$ cat src/hazard_pkg.sv
package hazard_pkg;

    // widths with a meaning of their own
    localparam int REG_IDX_W = 5;                       // 32 registers in the register file
    localparam int ISA_W     = 32;                      // instruction word and pc width

    typedef logic [REG_IDX_W-1:0] reg_idx_t;            // register file index
    typedef logic [ISA_W-1:0]     pc_t;                 // program counter value
    typedef logic [2:0]           gap_cnt_t;            // drain counter, good for STAGE_CNT <= 7

    // per-stage control seen by every stage register
    typedef enum logic [1:0] {
        HAZD_NORMAL = 2'b00,                            // advance as usual
        HAZD_RETRY  = 2'b01,                            // hold the stage and repeat it
        HAZD_NO_OP  = 2'b10                             // load a bubble
    } hazd_ctl_t;

    // what the cpu is busy with, shown on the display
    typedef enum logic [2:0] {
        ISSUE_NONE        = 3'd0,
        ISSUE_DATA        = 3'd1,                       // data hazard stall
        ISSUE_PAUSE       = 3'd2,                       // user pause
        ISSUE_FALLTHROUGH = 3'd3,                       // pc ran past the last instruction
        ISSUE_UART        = 3'd4                        // uart rewrite in progress
    } issue_t;

    typedef enum logic [1:0] {
        IDLE    = 2'b00,                                // one cycle for fetch to settle
        EXECUTE = 2'b01,
        HAZARD  = 2'b10
    } cpu_state_t;

    typedef struct packed {
        reg_idx_t reg_1_idx;                            // first source register
        reg_idx_t reg_2_idx;                            // second source register
        reg_idx_t dest_idx;                             // destination, or source of a store
        logic     branch;                               // branch instruction in decode
        logic     store;                                // store instruction in decode
    } id_ops_t;

    typedef struct packed {
        logic     reg_write_enable;                     // stage writes the register file
        logic     no_op;                                // stage holds a bubble
        reg_idx_t dest_idx;                             // register written back
    } stage_wb_t;

    typedef struct packed {
        hazd_ctl_t if_ctl;
        hazd_ctl_t id_ctl;
        hazd_ctl_t ex_ctl;
        hazd_ctl_t mem_ctl;
        hazd_ctl_t wb_ctl;
    } stage_ctl_t;

endpackage

$ cat src/hazard_detect.sv
`timescale 1ns/1ps

module hazard_detect
    import hazard_pkg::*;
#(
    parameter pc_t PC_MAX = 16383                       // last instruction address
) (
    input  id_ops_t   id_ops,                           // decode stage operands
    input  stage_wb_t ex_stage,                         // write-back info of ex
    input  stage_wb_t mem_stage,                        // write-back info of mem
    input  logic      ex_mem_read_enable,               // ex holds a load
    input  logic      if_no_op,                         // fetch holds a bubble
    input  pc_t       pc,
    output logic      data_hazard,
    output logic      fallthrough
);

    logic reg_1_valid;
    logic reg_2_valid;
    logic ex_active;
    logic mem_active;
    logic ex_src_match;
    logic mem_src_match;
    logic store_match;
    logic ex_conflict;
    logic mem_conflict;

    // register zero is hard wired, never a dependency
    assign reg_1_valid = (id_ops.reg_1_idx != '0);
    assign reg_2_valid = (id_ops.reg_2_idx != '0);

    // only a real writing instruction can conflict
    assign ex_active  = ex_stage.reg_write_enable & ~ex_stage.no_op;
    assign mem_active = mem_stage.reg_write_enable & ~mem_stage.no_op;

    assign ex_src_match  = (reg_1_valid & (id_ops.reg_1_idx == ex_stage.dest_idx)) |
                           (reg_2_valid & (id_ops.reg_2_idx == ex_stage.dest_idx));
    assign mem_src_match = (reg_1_valid & (id_ops.reg_1_idx == mem_stage.dest_idx)) |
                           (reg_2_valid & (id_ops.reg_2_idx == mem_stage.dest_idx));

    // store data comes from the result still sitting in ex
    assign store_match = id_ops.store & (id_ops.dest_idx == ex_stage.dest_idx);

    assign ex_conflict  = ex_active & (ex_src_match | store_match);
    assign mem_conflict = mem_active & mem_src_match;

    // branch resolves in decode, so it waits on both later stages
    // a load in ex has no data until mem, so the next user must wait
    assign data_hazard = (id_ops.branch & (ex_conflict | mem_conflict)) |
                         (ex_mem_read_enable & ex_conflict);

    // a real instruction fetched at the last address means the program ran off the end
    assign fallthrough = (pc == PC_MAX) & ~if_no_op;

endmodule

$ cat src/hazard_fsm.sv
`timescale 1ns/1ps

module hazard_fsm
    import hazard_pkg::*;
#(
    parameter int STAGE_CNT = 5                         // drain cycles before the hand-off
) (
    input  logic       clk,
    input  logic       rst_n,
    input  logic       data_hazard,                     // from hazard_detect
    input  logic       fallthrough,                     // from hazard_detect
    input  logic       cpu_pause,                       // user pressed pause
    input  logic       uart_write_enable,               // uart loader is writing
    input  logic       uart_complete,                   // uart loader finished
    output stage_ctl_t stage_ctl,                       // control for every stage register
    output issue_t     issue_type,                      // for the display unit
    output logic       uart_disable,                    // memories stay with the cpu while high
    output logic       ignore_pause,                    // input unit drops resume during rewrite
    output logic       pc_reset                         // one cycle pulse, pc back to 0
);

    cpu_state_t cpu_state;
    cpu_state_t state_nxt;
    gap_cnt_t   gap_cnt;
    gap_cnt_t   gap_nxt;
    stage_ctl_t ctl_nxt;
    issue_t     issue_nxt;
    logic       uart_dis_nxt;
    logic       ign_pause_nxt;
    logic       pc_reset_nxt;
    logic       drain_req;

    assign drain_req = cpu_pause | fallthrough;         // both need an empty pipeline

    always_comb begin
        state_nxt     = cpu_state;                      // hold by default
        gap_nxt       = gap_cnt;
        ctl_nxt       = stage_ctl;
        issue_nxt     = issue_type;
        uart_dis_nxt  = uart_disable;
        ign_pause_nxt = ignore_pause;
        pc_reset_nxt  = pc_reset;

        case (cpu_state)
            EXECUTE: begin
                if (data_hazard) begin                  // pause can wait until the stall clears
                    issue_nxt      = ISSUE_DATA;
                    state_nxt      = HAZARD;
                    ctl_nxt.if_ctl = HAZD_RETRY;        // refetch the same instruction
                    ctl_nxt.id_ctl = HAZD_RETRY;        // decode again next cycle
                    ctl_nxt.ex_ctl = HAZD_NO_OP;        // bubble into ex
                end else if (drain_req) begin
                    ctl_nxt.if_ctl = HAZD_NO_OP;        // feed bubbles, pc may still move
                    if (gap_cnt == gap_cnt_t'(STAGE_CNT)) begin
                        gap_nxt      = '0;
                        issue_nxt    = cpu_pause ? ISSUE_PAUSE : ISSUE_FALLTHROUGH;
                        state_nxt    = HAZARD;
                        uart_dis_nxt = 1'b0;            // pipeline empty, memories go to uart
                    end else begin
                        gap_nxt = gap_cnt + 1'b1;
                    end
                end else begin
                    gap_nxt        = '0;                // request dropped mid drain
                    ctl_nxt.if_ctl = HAZD_NORMAL;
                end
            end

            HAZARD: begin
                case (issue_type)
                    ISSUE_DATA: begin
                        if (!data_hazard) begin
                            issue_nxt      = ISSUE_NONE;
                            state_nxt      = EXECUTE;
                            ctl_nxt.if_ctl = HAZD_NORMAL;
                            ctl_nxt.id_ctl = HAZD_NORMAL;
                            ctl_nxt.ex_ctl = HAZD_NORMAL;
                            if (drain_req) begin
                                ctl_nxt.if_ctl = HAZD_NO_OP;    // drain starts right away
                                gap_nxt        = gap_cnt + 1'b1;
                            end else begin
                                gap_nxt = '0;
                            end
                        end
                    end

                    ISSUE_FALLTHROUGH: begin
                        if (!fallthrough) begin         // last jump resolved, pc moved away
                            issue_nxt      = ISSUE_NONE;
                            state_nxt      = EXECUTE;
                            uart_dis_nxt   = 1'b1;
                            ctl_nxt.if_ctl = HAZD_NORMAL;
                        end else if (uart_write_enable) begin
                            issue_nxt     = ISSUE_UART;
                            ign_pause_nxt = 1'b1;
                        end else if (cpu_pause) begin
                            issue_nxt    = ISSUE_PAUSE;
                            pc_reset_nxt = 1'b1;        // restart the program from 0
                        end
                    end

                    ISSUE_PAUSE: begin
                        pc_reset_nxt = 1'b0;            // ends the pulse from uart or fallthrough
                        if (uart_write_enable) begin
                            issue_nxt     = ISSUE_UART;
                            ign_pause_nxt = 1'b1;
                        end else if (!cpu_pause) begin  // user resumed
                            issue_nxt      = ISSUE_NONE;
                            state_nxt      = EXECUTE;
                            uart_dis_nxt   = 1'b1;
                            ctl_nxt.if_ctl = HAZD_NORMAL;
                        end
                    end

                    ISSUE_UART: begin
                        if (uart_complete) begin
                            issue_nxt     = ISSUE_PAUSE;
                            ign_pause_nxt = 1'b0;
                            pc_reset_nxt  = 1'b1;       // new program starts at 0
                        end
                    end

                    default: begin
                        issue_nxt = issue_type;         // ISSUE_NONE never sits in HAZARD
                    end
                endcase
            end

            default: begin
                state_nxt = EXECUTE;                    // idle gives fetch one cycle
            end
        endcase
    end

    always_ff @(posedge clk) begin
        if (!rst_n) begin
            cpu_state          <= IDLE;
            gap_cnt            <= '0;
            stage_ctl.if_ctl   <= HAZD_NORMAL;
            stage_ctl.id_ctl   <= HAZD_NORMAL;
            stage_ctl.ex_ctl   <= HAZD_NORMAL;
            stage_ctl.mem_ctl  <= HAZD_NORMAL;
            stage_ctl.wb_ctl   <= HAZD_NORMAL;
            issue_type         <= ISSUE_NONE;
            uart_disable       <= 1'b1;                 // cpu owns the memories out of reset
            ignore_pause       <= 1'b0;
            pc_reset           <= 1'b0;
        end else begin
            cpu_state    <= state_nxt;
            gap_cnt      <= gap_nxt;
            stage_ctl    <= ctl_nxt;
            issue_type   <= issue_nxt;
            uart_disable <= uart_dis_nxt;
            ignore_pause <= ign_pause_nxt;
            pc_reset     <= pc_reset_nxt;
        end
    end

endmodule

$ cat src/hazard_unit.sv
`timescale 1ns/1ps

module hazard_unit
    import hazard_pkg::*;
#(
    parameter pc_t PC_MAX    = 16383,                   // last instruction address
    parameter int  STAGE_CNT = 5                        // drain cycles, at most 7
) (
    input  logic       clk,
    input  logic       rst_n,

    input  id_ops_t    id_ops,                          // from decode
    input  stage_wb_t  ex_stage,                        // from the id/ex register
    input  stage_wb_t  mem_stage,                       // from the ex/mem register
    input  logic       ex_mem_read_enable,              // load in ex
    input  logic       if_no_op,                        // fetch holds a bubble
    input  pc_t        pc,                              // from instruction memory

    input  logic       cpu_pause,                       // from the input unit
    input  logic       uart_write_enable,               // from the uart loader
    input  logic       uart_complete,                   // from the uart loader

    output stage_ctl_t stage_ctl,                       // to every stage register
    output issue_t     issue_type,                      // to the display unit
    output logic       uart_disable,                    // to uart loader and both memories
    output logic       ignore_pause,                    // to the input unit
    output logic       pc_reset                         // to instruction memory
);

    logic data_hazard;
    logic fallthrough;

    hazard_detect #(
        .PC_MAX (PC_MAX)
    ) u_detect (
        .id_ops             (id_ops),
        .ex_stage           (ex_stage),
        .mem_stage          (mem_stage),
        .ex_mem_read_enable (ex_mem_read_enable),
        .if_no_op           (if_no_op),
        .pc                 (pc),
        .data_hazard        (data_hazard),
        .fallthrough        (fallthrough)
    );

    hazard_fsm #(
        .STAGE_CNT (STAGE_CNT)
    ) u_fsm (
        .clk               (clk),
        .rst_n             (rst_n),
        .data_hazard       (data_hazard),
        .fallthrough       (fallthrough),
        .cpu_pause         (cpu_pause),
        .uart_write_enable (uart_write_enable),
        .uart_complete     (uart_complete),
        .stage_ctl         (stage_ctl),
        .issue_type        (issue_type),
        .uart_disable      (uart_disable),
        .ignore_pause      (ignore_pause),
        .pc_reset          (pc_reset)
    );

endmodule

$ cat config.mk
export PLATFORM = sky130hd
export DESIGN_NAME = hazard_unit
export DESIGN_NICKNAME = d
export VERILOG_FILES = /design/src/hazard_pkg.sv /design/src/hazard_detect.sv /design/src/hazard_fsm.sv /design/src/hazard_unit.sv
export SDC_FILE = /design/constraint.sdc
export NUM_CORES = 1
export LEC_CHECK = 0
export ABC_AREA = 1
export BUFFER_PORTS_ARGS = -buffer_cell sky130_fd_sc_hd__buf_4
export CAP_MARGIN = 20
export CORE_UTILIZATION = 50
export DETAILED_ROUTE_END_ITERATION = 8
export PLACE_DENSITY = 0.86
export REMOVE_ABC_BUFFERS = 1
export SETUP_SLACK_MARGIN = 0.1
export SYNTH_ARGS = -nofsm -noshare
export SYNTH_HDL_FRONTEND = slang
export SYNTH_SLANG_ARGS = --single-unit
$ cat constraint.sdc
create_clock -name clk -period 2.7 [get_ports clk]
set_input_delay 0.135 -clock clk [delete_from_list [all_inputs] [get_ports clk]]
set_output_delay 0.135 -clock clk [all_outputs]
set_load 0.005 [all_outputs]
==> summary.txt, run 1 <==
Yosys
  – Asr flop ratio synth: 0%
  – Cells after Synth: 308
  – Cell taking the most area after synthesis: nand2_1
  – Synth area leaders: nand2_1 16%, dfxtp_1 16%, inv_1 11%
  – #FFs+latches synth: 14
  – Synth warn: 0
  – Mapped cell area: 1759 µm²
  – Part of the Yosys area used for sequential elements: 15.93%
  – Number of flops mapped to enable cells by yosys: 0
  – Cell variety after synth: 33
  – Post-synth top flop: dfxtp_1
  – Synthesized area per cell: 5.712 µm²
  – Top cell type's share of synthesized area: 16.43%
  – Top post-synthesis cells by count: 77 x nand2_1, 52 x inv_1, 48 x nor2_1, 17 x nand3_1, 14 x dfxtp_1
  – Most common cell in the netlist: nand2_1

Worst setup path
  – CP endpoint kind: register
  – CP max stage delay: 0.36 ns
  – FF-to-FF setup slack: 0.86 ns
  – CP Class: reg -> reg
  – Critical path data required time: 2.88 ns
  – Critical-path maximum fanout: 9
  – Critical-path top delay cell: dfxtp_1
  – Worst setup SP type: register
  – Crit-path cells: inv_1 > ha_1 > inv_2 > nor2_1 > nand2_1 > nor2_1 > nor3_1 > nand2_1 > inv_2 > nand3_2 > o21ai_1 > nor2_1
  – WP data arrival: 2.03 ns
  – Crit path max-delay family: simple AND/OR/NAND/NOR gates
  – Most used cell, CP: nor2_1
  – Bufs and invs on worst path: 3

Detailed routing
  – DRT Pass-1 Iters: 5
  – Drt drc: 0
  – Wire per inst: 10.08 µm
  – Vias per inst: 4.725
  – Post-Route WL: 4.355 mm
  – DR vias: 2041
  – Final ANT Viol Nets: 0
  – Drt first-iter violations: 76

CTS
  – Root buf cell: clkbuf_4
  – Cts bufs inserted: 3
  – Hold-fix buffers, CTS: 0
  – Clk slew on worst S/H paths: 0.09 ns
  – CTS tree: yes
  – Clk buf depth: 2
  – Skew-Pair Late Insertion Delay: 0.28 ns
  – Buffer count from post-CTS setup fixing: 0
  – Post_cts resized: 0
  – CTS Sinks: 14
  – H-tree depth: 1

Pwr
  – VDD IR-drop max: 466.4 µV
  – Seq pwr share: 24.6%
  – Net switching power: 0.0006511 W
  – Logic pwr share: 66.8%
  – Leak Pwr: 1.306 nW
  – Cell internal pwr: 0.0007199 W
  – Pwr per Cell Area: 573.7 nW/µm²
  – Clock power frac: 8.6%
  – Switching Share: 47.49%
  – Final Power: 0.001371 W

Worst hold path
  – Hold Path Class: in -> reg

Floorplan
  – Die Wd: 61.32 µm
  – Num ports: 86
  – Initial Utilization: 52.31%
  – Die Area: 3760 µm²
  – Core box area: 3363 µm²
  – Row count: 21
  – Die Y: 61.32 µm

Placed design
  – DP HPWL: 3.698 mm
  – Routability cong.: 0.9060
  – Number of port buffers: 79

Cells and area
  – # diodes: 0
  – Synth-to-layout area growth: 35.85%
  – Filler instances: 332
  – Share of layout cells above drive strength 1: 29.79%
  – Final nets: 462
  – FF+latch area: 280.3 µm²
  – Multi-input logic area: 1219 µm²

Global routing
  – GRT Overall Usage: 23.79%
  – Initial antenna violation count: 0
  – First-pass GRT wire length: 6.803 mm
  – Vias in the first global route: 1774
  – Largest net degree at the start of global routing: 10
  – Global route overflow: 0

STA
  – Unrepaired setup endpoints after global routing: no
  – Worst Skew: 0.008153 ns
  – Fin. max-slew vios: 0
  – Minimum clock period: 1.842 ns
  – Final setup fails: 0
  – Fmax: 542.9 MHz
  – Fin Setup TNS: 0 ns
  – Final hold vios: 0
  – Final Cycle Share: 68.22%

Job
  – Max_cap viols: 0

Run status
  – Outcome: completed
## sequential cells by signal, indices dropped and copies added (netlist names)
name                flops
u_fsm.uart_disable      1
u_fsm.issue_type        3
u_fsm.cpu_state         2
u_fsm.stage_ctl         3
u_fsm.gap_cnt           3
u_fsm.ignore_pause      1
u_fsm.pc_reset          1
## path summary, 6_finish.rpt
check | from | endpoint | depth (start not counted)
min reg2reg | u_fsm.stage_ctl[8]$_SDFFE_PN0P_ | u_fsm.stage_ctl[8]$_SDFFE_PN0P_ | 2
max | u_fsm.cpu_state[0]$_SDFFE_PN0P_ | u_fsm.issue_type[1]$_SDFFE_PN0P_ | 12
max reg2reg | u_fsm.cpu_state[0]$_SDFFE_PN0P_ | u_fsm.issue_type[1]$_SDFFE_PN0P_ | 12
min | rst_n | u_fsm.uart_disable$_SDFFE_PN1P_ | 2
## metal layers
layer	GRT usage, %	share of wire [%]
met5	0	0
met4	4.221	0.71
met3	4.412	7.5
met2	43.94	47
met1	28.77	44
## power by group through the flow
stage / combinational [W] / clock (W) / sequential, W
global placement: 0.000888 / 0 / 0.000337
detailed placement: 0.000911 / 0 / 0.000342
CTS: 0.000916 / 0.000121 / 0.000338
floorplan: 0.000660 / 0 / 0.000333
global route: 0.00105 / 0.000130 / 0.000348
finish: 0.000916 / 0.000118 / 0.000338
## worst register-to-register path, stage by stage (launching register included)
cell and delay (ns):
dfxtp_1 0.36, inv_1 0.05, ha_1 0.33, inv_2 0.18, nor2_1 0.09, nand2_1 0.08, nor2_1 0.04, nor3_1 0.18
nand2_1 0.08, inv_2 0.06, nand3_2 0.11, o21ai_1 0.15, nor2_1 0.05
## layout make-up
cell class	count	area share [%]
clock buffers	3	0.9424
inverters	58	9.110
multi-input cells	232	50.99
flip-flops and latches	14	11.73
well taps	46	2.408
repair buffers	79	24.82
## layout by cell type, fill, tap and decap left out
master    synthesis  final
a21oi_1           8      8
a21oi_4           1      1
and2_4            1      1
and3_1            1      1
buf_4             7     79
clkbuf_4          0      3
conb_1            1      6
dfxtp_1          14     14
ha_1              4      4
inv_1            52     52
inv_2             6      6
nand2_1          77     77
nand2_2           7      7
nand2_4           1      1
nand3_1          17     17
nand3_2           3      3
nand3b_1          4      4
nand4_1           7      7
nor2_1           48     48
nor2_2            8      8
nor2_4            1      1
nor3_1            2      2
nor3_2            3      3
nor3b_1           1      1
nor4_1            1      1
o211ai_1          2      2
o21ai_0           5      5
o21ai_1           3      3
o21ai_2           1      1
o21ai_4           1      1
xnor2_1           8      8
xor2_1           11     11
## cells by family after synthesis
kind of cell / count (synthesis) / share of synthesized area (%)
compound gates: 21 / 7.752
xor+xnor: 19 / 9.459
fa+ha+maj: 4 / 2.845
buf+inv: 67 / 15.86
flops: 14 / 15.93
other cells: 1 / 0.2132
simple gates: 182 / 47.94
## per-stage QoR
step	hold slack (ns)	instances	area (µm²)	utilization (%)	setup slack, ns
after floorplan	0.2191	304	1717	-	1.052
after global placement	0.3985	429	2367	70.39	0.9447
after detailed placement	0.4191	429	2367	70.39	0.8591
after CTS	0.1338	432	2390	71.06	0.8550
after global routing	0.1398	432	2390	71.06	0.6815
final	0.1327	432	2390	71.06	0.8581
Note: power is estimated with default switching activity, not from simulation.
==> run 2, diff against run 1 <==
ABC_AREA = 0   (was 1)
CORE_UTILIZATION = 40   (was 50)
PLACE_DENSITY = 0.77   (was 0.86)
clock period = 1.51 ns   (was 2.7 ns; I/O delays follow)
==> summary.txt, run 2 <==
Run status
  – Outcome: complete, but fails checks (was completed)
  – Failing checks: negative setup slack

Detailed routing
  – Post-Route WL: 6.429 mm (was 4.355 mm)
  – DR vias: 2084 (was 2041)
  – Wire per inst: 17.86 µm (was 10.08 µm)
  – Vias per inst: 5.789 (was 4.725)
  – Final ANT Viol Nets: 0 (unchanged)
  – DRT Pass-1 Iters: 4 (was 5)
  – Drt first-iter violations: 99 (was 76)
  – Drt drc: 0 (unchanged)

Worst setup path
  – Critical path data required time: 1.69 ns (was 2.88 ns)
  – Critical-path top delay cell: or4_4 (was dfxtp_1)
  – Critical-path maximum fanout: 4 (was 9)
  – CP Class: in -> reg (was reg -> reg)
  – Cells on worst reg2reg path: 9 (was 12)
  – Most used cell, CP: buf_4 (was nor2_1)
  – FF-to-FF setup slack: -0.22 ns (was 0.86 ns)
  – Crit path max-delay family: compound AO/OA/AOI/OAI gates (was simple AND/OR/NAND/NOR gates)
  – Reg2reg start: u_fsm.cpu_state[0]$_SDFFE_PN0P_ (unchanged)
  – CP endpoint kind: register (unchanged)
  – Bufs and invs on worst path: 2 (was 3)
  – CP max stage delay: 0.44 ns (was 0.36 ns)
  – Worst setup SP type: primary input (was register)
  – Crit-path cells: buf_4 > xnor2_2 > nand3_1 > or4_4 > a211o_4 > buf_4 > a311oi_4 > a211oi_4 > mux2i_1 (was inv_1 > ha_1 > inv_2 > nor2_1 > nand2_1 > nor2_1 > nor3_1 > nand2_1 > inv_2 > nand3_2 > o21ai_1 > nor2_1)
  – Crit Reg-Reg Endpoint: u_fsm.uart_disable$_SDFFE_PN1P_ (was u_fsm.issue_type[1]$_SDFFE_PN0P_)
  – WP data arrival: 1.96 ns (was 2.03 ns)

Cells and area
  – # diodes: 0 (unchanged)
  – Share of layout cells above drive strength 1: 58.92% (was 29.79%)
  – Post-route cell area: 2811 µm² (was 2390 µm²)
  – Commonest non-fill, non-tap cell in the layout: buf_4 (unchanged)
  – Final Util: 82.31% (was 71.06%)
  – Synth-to-layout area growth: 91.89% (was 35.85%)
  – Most frequent cells in the layout: 116 x buf_4, 16 x nand2_1, 14 x xor2_1, 13 x buf_6, 10 x dfxtp_1 (was 79 x buf_4, 77 x nand2_1, 52 x inv_1, 48 x nor2_1, 17 x nand3_1)
  – Final nets: 389 (was 462)
  – Largest regs: u_fsm.gap_cnt: 3 flops, u_fsm.issue_type: 3 flops, u_fsm.stage_ctl: 3 flops (unchanged)

CTS
  – Clk slew on worst S/H paths: 0.09 ns (about the same)
  – Skew-Pair Late Insertion Delay: 0.30 ns (was 0.28 ns)
  – Cts bufs inserted: 3 (unchanged)
  – Clk buf depth: 2 (unchanged)
  – CTS tree: yes (unchanged)
  – CTS Sinks: 14 (unchanged)
  – Root buf cell: clkbuf_4 (unchanged)
  – Hold-fix buffers, CTS: 0 (unchanged)
  – H-tree depth: 1 (unchanged)

Yosys
  – Most common cell in the netlist: nand2_1 (unchanged)
  – Post-synth top flop: dfxtp_1 (unchanged)
  – Synth area leaders: dfxtp_1 19%, xor2_1 8.4%, xnor2_1 6.6% (was nand2_1 16%, dfxtp_1 16%, inv_1 11%)
  – Mapped cell area: 1465 µm² (was 1759 µm²)
  – Cells after Synth: 188 (was 308)
  – Cell variety after synth: 53 (was 33)
  – Part of the Yosys area used for sequential elements: 19.13% (was 15.93%)
  – Number of flops mapped to enable cells by yosys: 0 (unchanged)
  – Synthesized area per cell: 7.793 µm² (was 5.712 µm²)
  – Synth warn: 0 (unchanged)
  – Top cell type's share of synthesized area: 19.13% (was 16.43%)
  – Cell taking the most area after synthesis: dfxtp_1 (was nand2_1)
  – Asr flop ratio synth: 0% (unchanged)
  – Top post-synthesis cells by count: 16 x nand2_1, 14 x dfxtp_1, 14 x xor2_1, 11 x xnor2_1 (was 77 x nand2_1, 52 x inv_1, 48 x nor2_1, 17 x nand3_1, 14 x dfxtp_1)
  – #FFs+latches synth: 14 (unchanged)

Worst hold path
  – Hold Path Class: in -> reg (unchanged)
  – Min-Delay Path Depth: 2 (unchanged)
  – Hold worst-path end: u_fsm.uart_disable$_SDFFE_PN1P_ (unchanged)
  – Worst hold start: rst_n (unchanged)

Global routing
  – Largest net degree at the start of global routing: 22 (was 10)
  – Met2 Use GR: 47.69% (was 43.94%)
  – Met1 Track Usage GR: 30.97% (was 28.77%)
  – Vias in the first global route: 1950 (was 1774)
  – First-pass GRT wire length: 8.404 mm (was 6.803 mm)
  – Busiest grt layer: met2 (unchanged)
  – Routing usage on met3: 5.109% (was 4.412%)
  – Global route overflow: 0 (unchanged)
  – GRT Overall Usage: 26.64% (was 23.79%)
  – Initial antenna violation count: 0 (unchanged)

Pwr
  – Pwr per Cell Area: 947.0 nW/µm² (was 573.7 nW/µm²)
  – VDD IR-drop max: 691.0 µV (was 466.4 µV)
  – Switching Share: 42.01% (was 47.49%)
  – Seq pwr share: 20.0% (was 24.6%)
  – Net switching power: 0.001119 W (was 0.0006511 W)
  – Leak Pwr: 1.236 nW (was 1.306 nW)
  – Logic pwr share: 69.2% (was 66.8%)
  – Clock power frac: 10.8% (was 8.6%)
  – Cell internal pwr: 0.001544 W (was 0.0007199 W)
  – Final Power: 0.002662 W (was 0.001371 W)

STA
  – Fmax: 560.9 MHz
  – Final Cycle Share: 118.1%
  – Worst Skew: 0.004370 ns (was 0.008153 ns)
  – Worst setup margin: -0.2728 ns (was 0.8581 ns)
  – Unrepaired setup endpoints after global routing: yes (was no)
  – Worst hold margin: 0.1185 ns (was 0.1327 ns)
  – Final hold vios: 0 (unchanged)
  – Minimum clock period: 1.783 ns
  – Final setup fails: 14 (was 0)
  – Fin. max-slew vios: 0 (unchanged)

Placed design
  – Number of port buffers: 79 (unchanged)
  – Routability cong.: 0.9412 (was 0.9060)
  – DP HPWL: 3.894 mm (was 3.698 mm)
  – Cell Area, Placed: 2405 µm² (was 2367 µm²)
  – Dpl ws: -0.6282 ns (was 0.8591 ns)

Floorplan
  – Core box area: 3416 µm² (was 3363 µm²)
  – Die Wd: 62.52 µm (was 61.32 µm)
  – Die Y: 62.52 µm (was 61.32 µm)
  – Row count: 21 (unchanged)
  – Initial Utilization: 42.89% (was 52.31%)
  – Die Area: 3909 µm² (was 3760 µm²)
  – Num ports: 86 (unchanged)

Job
  – Max_cap viols: 0 (unchanged)
==> run 2: cell types whose count changed after synthesis, moves of 4 or more <==
cell	delta
clkbuf_1	+4
nor2_2	-8
nand2_2	-7
nand2_1	-61
inv_2	-6
or2_2	+4
nor4_1	+6
nand4_1	-4
mux2i_1	+8
inv_1	-42
nor3_1	+5
nor2_1	-38
nand3_1	-7
==> run 2: area by class of cell <==
class | count | area [µm²]
multi-input cells | 156 | 1363
flip-flops and latches | 14 | 285.3
clock buffers | 4 | 36.28
well taps | 46 | 57.56
repair buffers | 130 | 1032
fillers | 189 | 604.3
inverters | 10 | 37.54
==> run 2: logic make-up (layout without fill, tap and decap cells) <==
logic type | after synthesis | in the layout | synth area share, %
flip-flops | 14 | 14 | 19.13
AO/OA/AOI/OAI | 37 | 37 | 20.58
multiplexers | 8 | 8 | 5.466
adder cells (fa/ha/maj) | 4 | 4 | 3.416
buffers and inverters | 23 | 144 | 8.198
other | 1 | 6 | 0.2559
XOR/XNOR | 25 | 25 | 14.94
AND/OR/NAND/NOR | 76 | 76 | 28.01
==> run 2: repair_timing <==
item,CTS,global route
resized for setup,40,31
pin swaps,20,15
endpoints found under the hold margin,0,0
setup endpoints to repair,14,14
setup buffers,3,2
==> run 2: worst max-delay path by stage <==
stage | startpoint | to | slack, ns | depth (start not counted)
floorplan | u_fsm.cpu_state[0]$_SDFFE_PN0P_ | u_fsm.uart_disable$_SDFFE_PN1P_ | -0.45 | 9
global placement | id_ops[14] | u_fsm.issue_type[2]$_SDFFE_PN0P_ | -0.53 | 7
detailed placement | id_ops[16] | u_fsm.issue_type[1]$_SDFFE_PN0P_ | -0.63 | 8
CTS | u_fsm.cpu_state[0]$_SDFFE_PN0P_ | u_fsm.uart_disable$_SDFFE_PN1P_ | -0.19 | 9
global route | id_ops[16] | u_fsm.issue_type[1]$_SDFFE_PN0P_ | -0.30 | 8
finish | mem_stage[4] | u_fsm.issue_type[0]$_SDFFE_PN0P_ | -0.27 | 9
==> run 2: per-layer routing <==
layer | vias to the layer above | share of wire (%)
li1 | 926 | -
met1 | 1006 | 39
met2 | 132 | 51
met3 | 20 | 7.7
met4 | 0 | 3.1
met5 | - | 0
==> run 2: stage by stage <==
step / cells / TNS, ns
2_1_floorplan: 180 / -3.075
3_3_place_gp: 352 / -6.291
3_5_place_dp: 352 / -7.078
4_1_cts: 359 / -1.462
5_1_grt: 360 / -3.174
6_report: 360 / -2.669
==> run 2: power by group through the flow <==
stage               clock network (W)  logic, W  registers (W)
finish                       0.000287   0.00184       0.000533
global route                 0.000300   0.00196       0.000538
CTS                          0.000278   0.00161       0.000524
detailed placement                  0   0.00145       0.000517
global placement                    0   0.00143       0.000512
floorplan                           0  0.000702       0.000548
==> run 2: worst reg2reg max path: cells and delay by family (launching register included) <==
kind / cells / cell delay [ns]
DFF: 1 / 0.33
and+or+nand+nor: 3 / 0.69
buffers and inverters: 2 / 0.11
adders and majority gates: 1 / 0.14
AOI/OAI and AO/OA: 3 / 0.32
==> run 3, diff against run 2 <==
RECOVER_POWER = 50   (was default)
==> summary.txt, run 3 (synthesis gave the netlist of run 2 again) <==
Run status
  – Outcome: complete, but fails checks (unchanged)
  – Failing checks: negative setup slack (unchanged)

CTS
  – Root buf cell: clkbuf_4 (unchanged)
  – Clk slew on worst S/H paths: 0.09 ns (about the same)
  – Clk buf depth: 2 (unchanged)
  – Cts bufs inserted: 3 (unchanged)
  – H-tree depth: 1 (unchanged)
  – CTS Sinks: 14 (unchanged)
  – Skew-Pair Late Insertion Delay: 0.29 ns (was 0.30 ns)
  – CTS tree: yes (unchanged)

Floorplan
  – Die Wd: 62.52 µm (unchanged)
  – Initial Utilization: 42.89% (unchanged)
  – Row count: 21 (unchanged)
  – Core box area: 3416 µm² (unchanged)
  – Num ports: 86 (unchanged)
  – Die Area: 3909 µm² (unchanged)
  – Die Y: 62.52 µm (unchanged)

Cells and area
  – Fin cells: 360 (unchanged)
  – Final nets: 389 (unchanged)
  – # diodes: 0 (unchanged)
  – Share of layout cells above drive strength 1: 58.92% (unchanged)
  – Commonest non-fill, non-tap cell in the layout: buf_4 (unchanged)
  – Synth-to-layout area growth: 91.89% (unchanged)
  – Post-route cell area: 2811 µm² (unchanged)
  – Largest regs: u_fsm.gap_cnt: 3 flops, u_fsm.issue_type: 3 flops, u_fsm.stage_ctl: 3 flops (unchanged)
  – Most frequent cells in the layout: 111 x buf_4, 16 x nand2_1, 14 x xor2_1, 13 x buf_6, 10 x dfxtp_1 (was 116 x buf_4, 16 x nand2_1, 14 x xor2_1, 13 x buf_6, 10 x dfxtp_1)

Global routing
  – Global route overflow: 0 (unchanged)
  – First-pass GRT wire length: 8.404 mm (unchanged)
  – Initial antenna violation count: 0 (unchanged)
  – Busiest grt layer: met2 (unchanged)
  – Routing usage on met3: 5.109% (unchanged)
  – Largest net degree at the start of global routing: 22 (unchanged)
  – GRT Overall Usage: 26.64% (unchanged)
  – Met1 Track Usage GR: 30.97% (unchanged)
  – Vias in the first global route: 1950 (unchanged)
  – Met2 Use GR: 47.69% (unchanged)

Pwr
  – Pwr per Cell Area: 945.9 nW/µm² (was 947.0 nW/µm²)
  – Leak Pwr: 1.234 nW (was 1.236 nW)
  – Final Power: 0.002659 W (was 0.002662 W)
  – VDD IR-drop max: 688.6 µV (was 691.0 µV)

Worst setup path
  – CP endpoint kind: register (unchanged)
  – CP Class: in -> reg (unchanged)
  – Crit Reg-Reg Endpoint: u_fsm.uart_disable$_SDFFE_PN1P_ (unchanged)
  – Reg2reg start: u_fsm.cpu_state[0]$_SDFFE_PN0P_ (unchanged)
  – Worst setup SP type: primary input (unchanged)
  – WP data arrival: 1.96 ns (about the same)
  – Cells on worst reg2reg path: 9 (unchanged)
  – Critical-path maximum fanout: 4 (unchanged)
  – FF-to-FF setup slack: -0.22 ns (about the same)
  – Critical path data required time: 1.68 ns (was 1.69 ns)

STA
  – Final Cycle Share: 118.0% (was 118.1%)
  – Worst setup margin: -0.2725 ns (was -0.2728 ns)
  – Unrepaired setup endpoints after global routing: yes (unchanged)
  – Worst Skew: 0.005931 ns (was 0.004370 ns)
  – Final hold vios: 0 (unchanged)
  – Minimum clock period: 1.783 ns (about the same)
  – Final setup fails: 14 (unchanged)
  – Fin. max-slew vios: 0 (unchanged)
  – Fmax: 561.0 MHz (was 560.9 MHz)

Detailed routing
  – DRT Pass-1 Iters: 4 (unchanged)
  – DR vias: 2056 (was 2084)
  – Post-Route WL: 6.433 mm (was 6.429 mm)
  – Final ANT Viol Nets: 0 (unchanged)
  – Drt first-iter violations: 116 (was 99)
  – Wire per inst: 17.87 µm (was 17.86 µm)
  – Drt drc: 0 (unchanged)
  – Vias per inst: 5.711 (was 5.789)

Placed design
  – Routability cong.: 0.9412 (unchanged)
  – Number of port buffers: 79 (unchanged)
  – DP HPWL: 3.894 mm (unchanged)
  – Cell Area, Placed: 2405 µm² (unchanged)
  – Dpl ws: -0.6282 ns (unchanged)
  – Placed Cells: 352 (unchanged)

Worst hold path
  – Min-Delay Path Depth: 2 (unchanged)
  – Worst hold start: rst_n (unchanged)
  – Hold worst-path end: u_fsm.uart_disable$_SDFFE_PN1P_ (unchanged)
  – Hold Path Class: in -> reg (unchanged)

Job
  – Max_cap viols: 0 (unchanged)
## run 3: timing repair
item	CTS	global route
gates resized for setup	40	31
gates cloned	0	0
hold buffers	0	0
endpoints found under the setup margin	14	14
pin swaps	20	15
buffers inserted	3	2
## run 3: through the flow
step	setup TNS (ns)	hold slack [ns]	utilization, %
finish	-2.688	0.1156	82.31
detailed placement	-7.078	0.3701	70.40
floorplan	-3.075	0.1539	-
global route	-3.174	0.1105	82.31
CTS	-1.462	0.09358	77.14
global placement	-6.291	0.3678	70.40
## run 3: worst max path at each step
stage,from,end,depth (start not counted),slack [ns]
after global placement,id_ops[14],u_fsm.issue_type[2]$_SDFFE_PN0P_,7,-0.53
final,mem_stage[4],u_fsm.issue_type[0]$_SDFFE_PN0P_,9,-0.27
after global routing,id_ops[16],u_fsm.issue_type[1]$_SDFFE_PN0P_,8,-0.30
after CTS,u_fsm.cpu_state[0]$_SDFFE_PN0P_,u_fsm.uart_disable$_SDFFE_PN1P_,9,-0.19
after detailed placement,id_ops[16],u_fsm.issue_type[1]$_SDFFE_PN0P_,8,-0.63
after floorplan,u_fsm.cpu_state[0]$_SDFFE_PN0P_,u_fsm.uart_disable$_SDFFE_PN1P_,9,-0.45
## run 3: where the power goes
part / internal (W) / switching [W] / leakage, nW
Clock: 0.000147 / 0.000139 / 0.0210
Sequential: 0.000464 / 0.0000677 / 0.116
Combinational: 0.000930 / 0.000912 / 1.10
## run 3: final cells by class
cell class / instances / area, µm²
Inverter: 10 / 37.54
Timing Repair Buffer: 130 / 1032
Clock buffer: 4 / 36.28
Fill cell: 189 / 604.3
Sequential cell: 14 / 285.3
Multi-Input combinational cell: 156 / 1363
Tap cell: 46 / 57.56
## run 3: per-layer routing
metal / up-vias / wire length (µm)
met1: 981 / 2525
met4: 0 / 223
met2: 126 / 3250
met5: - / 0
li1: 925 / -
met3: 24 / 434
## run 3: worst max-delay path: stages
cell      delay (ns)
buf_4           0.13
xnor2_2         0.17
nand3_1         0.13
or4_4           0.44
a211o_4         0.36
buf_4           0.15
a311oi_4        0.29
a211oi_4        0.08
mux2i_1         0.13
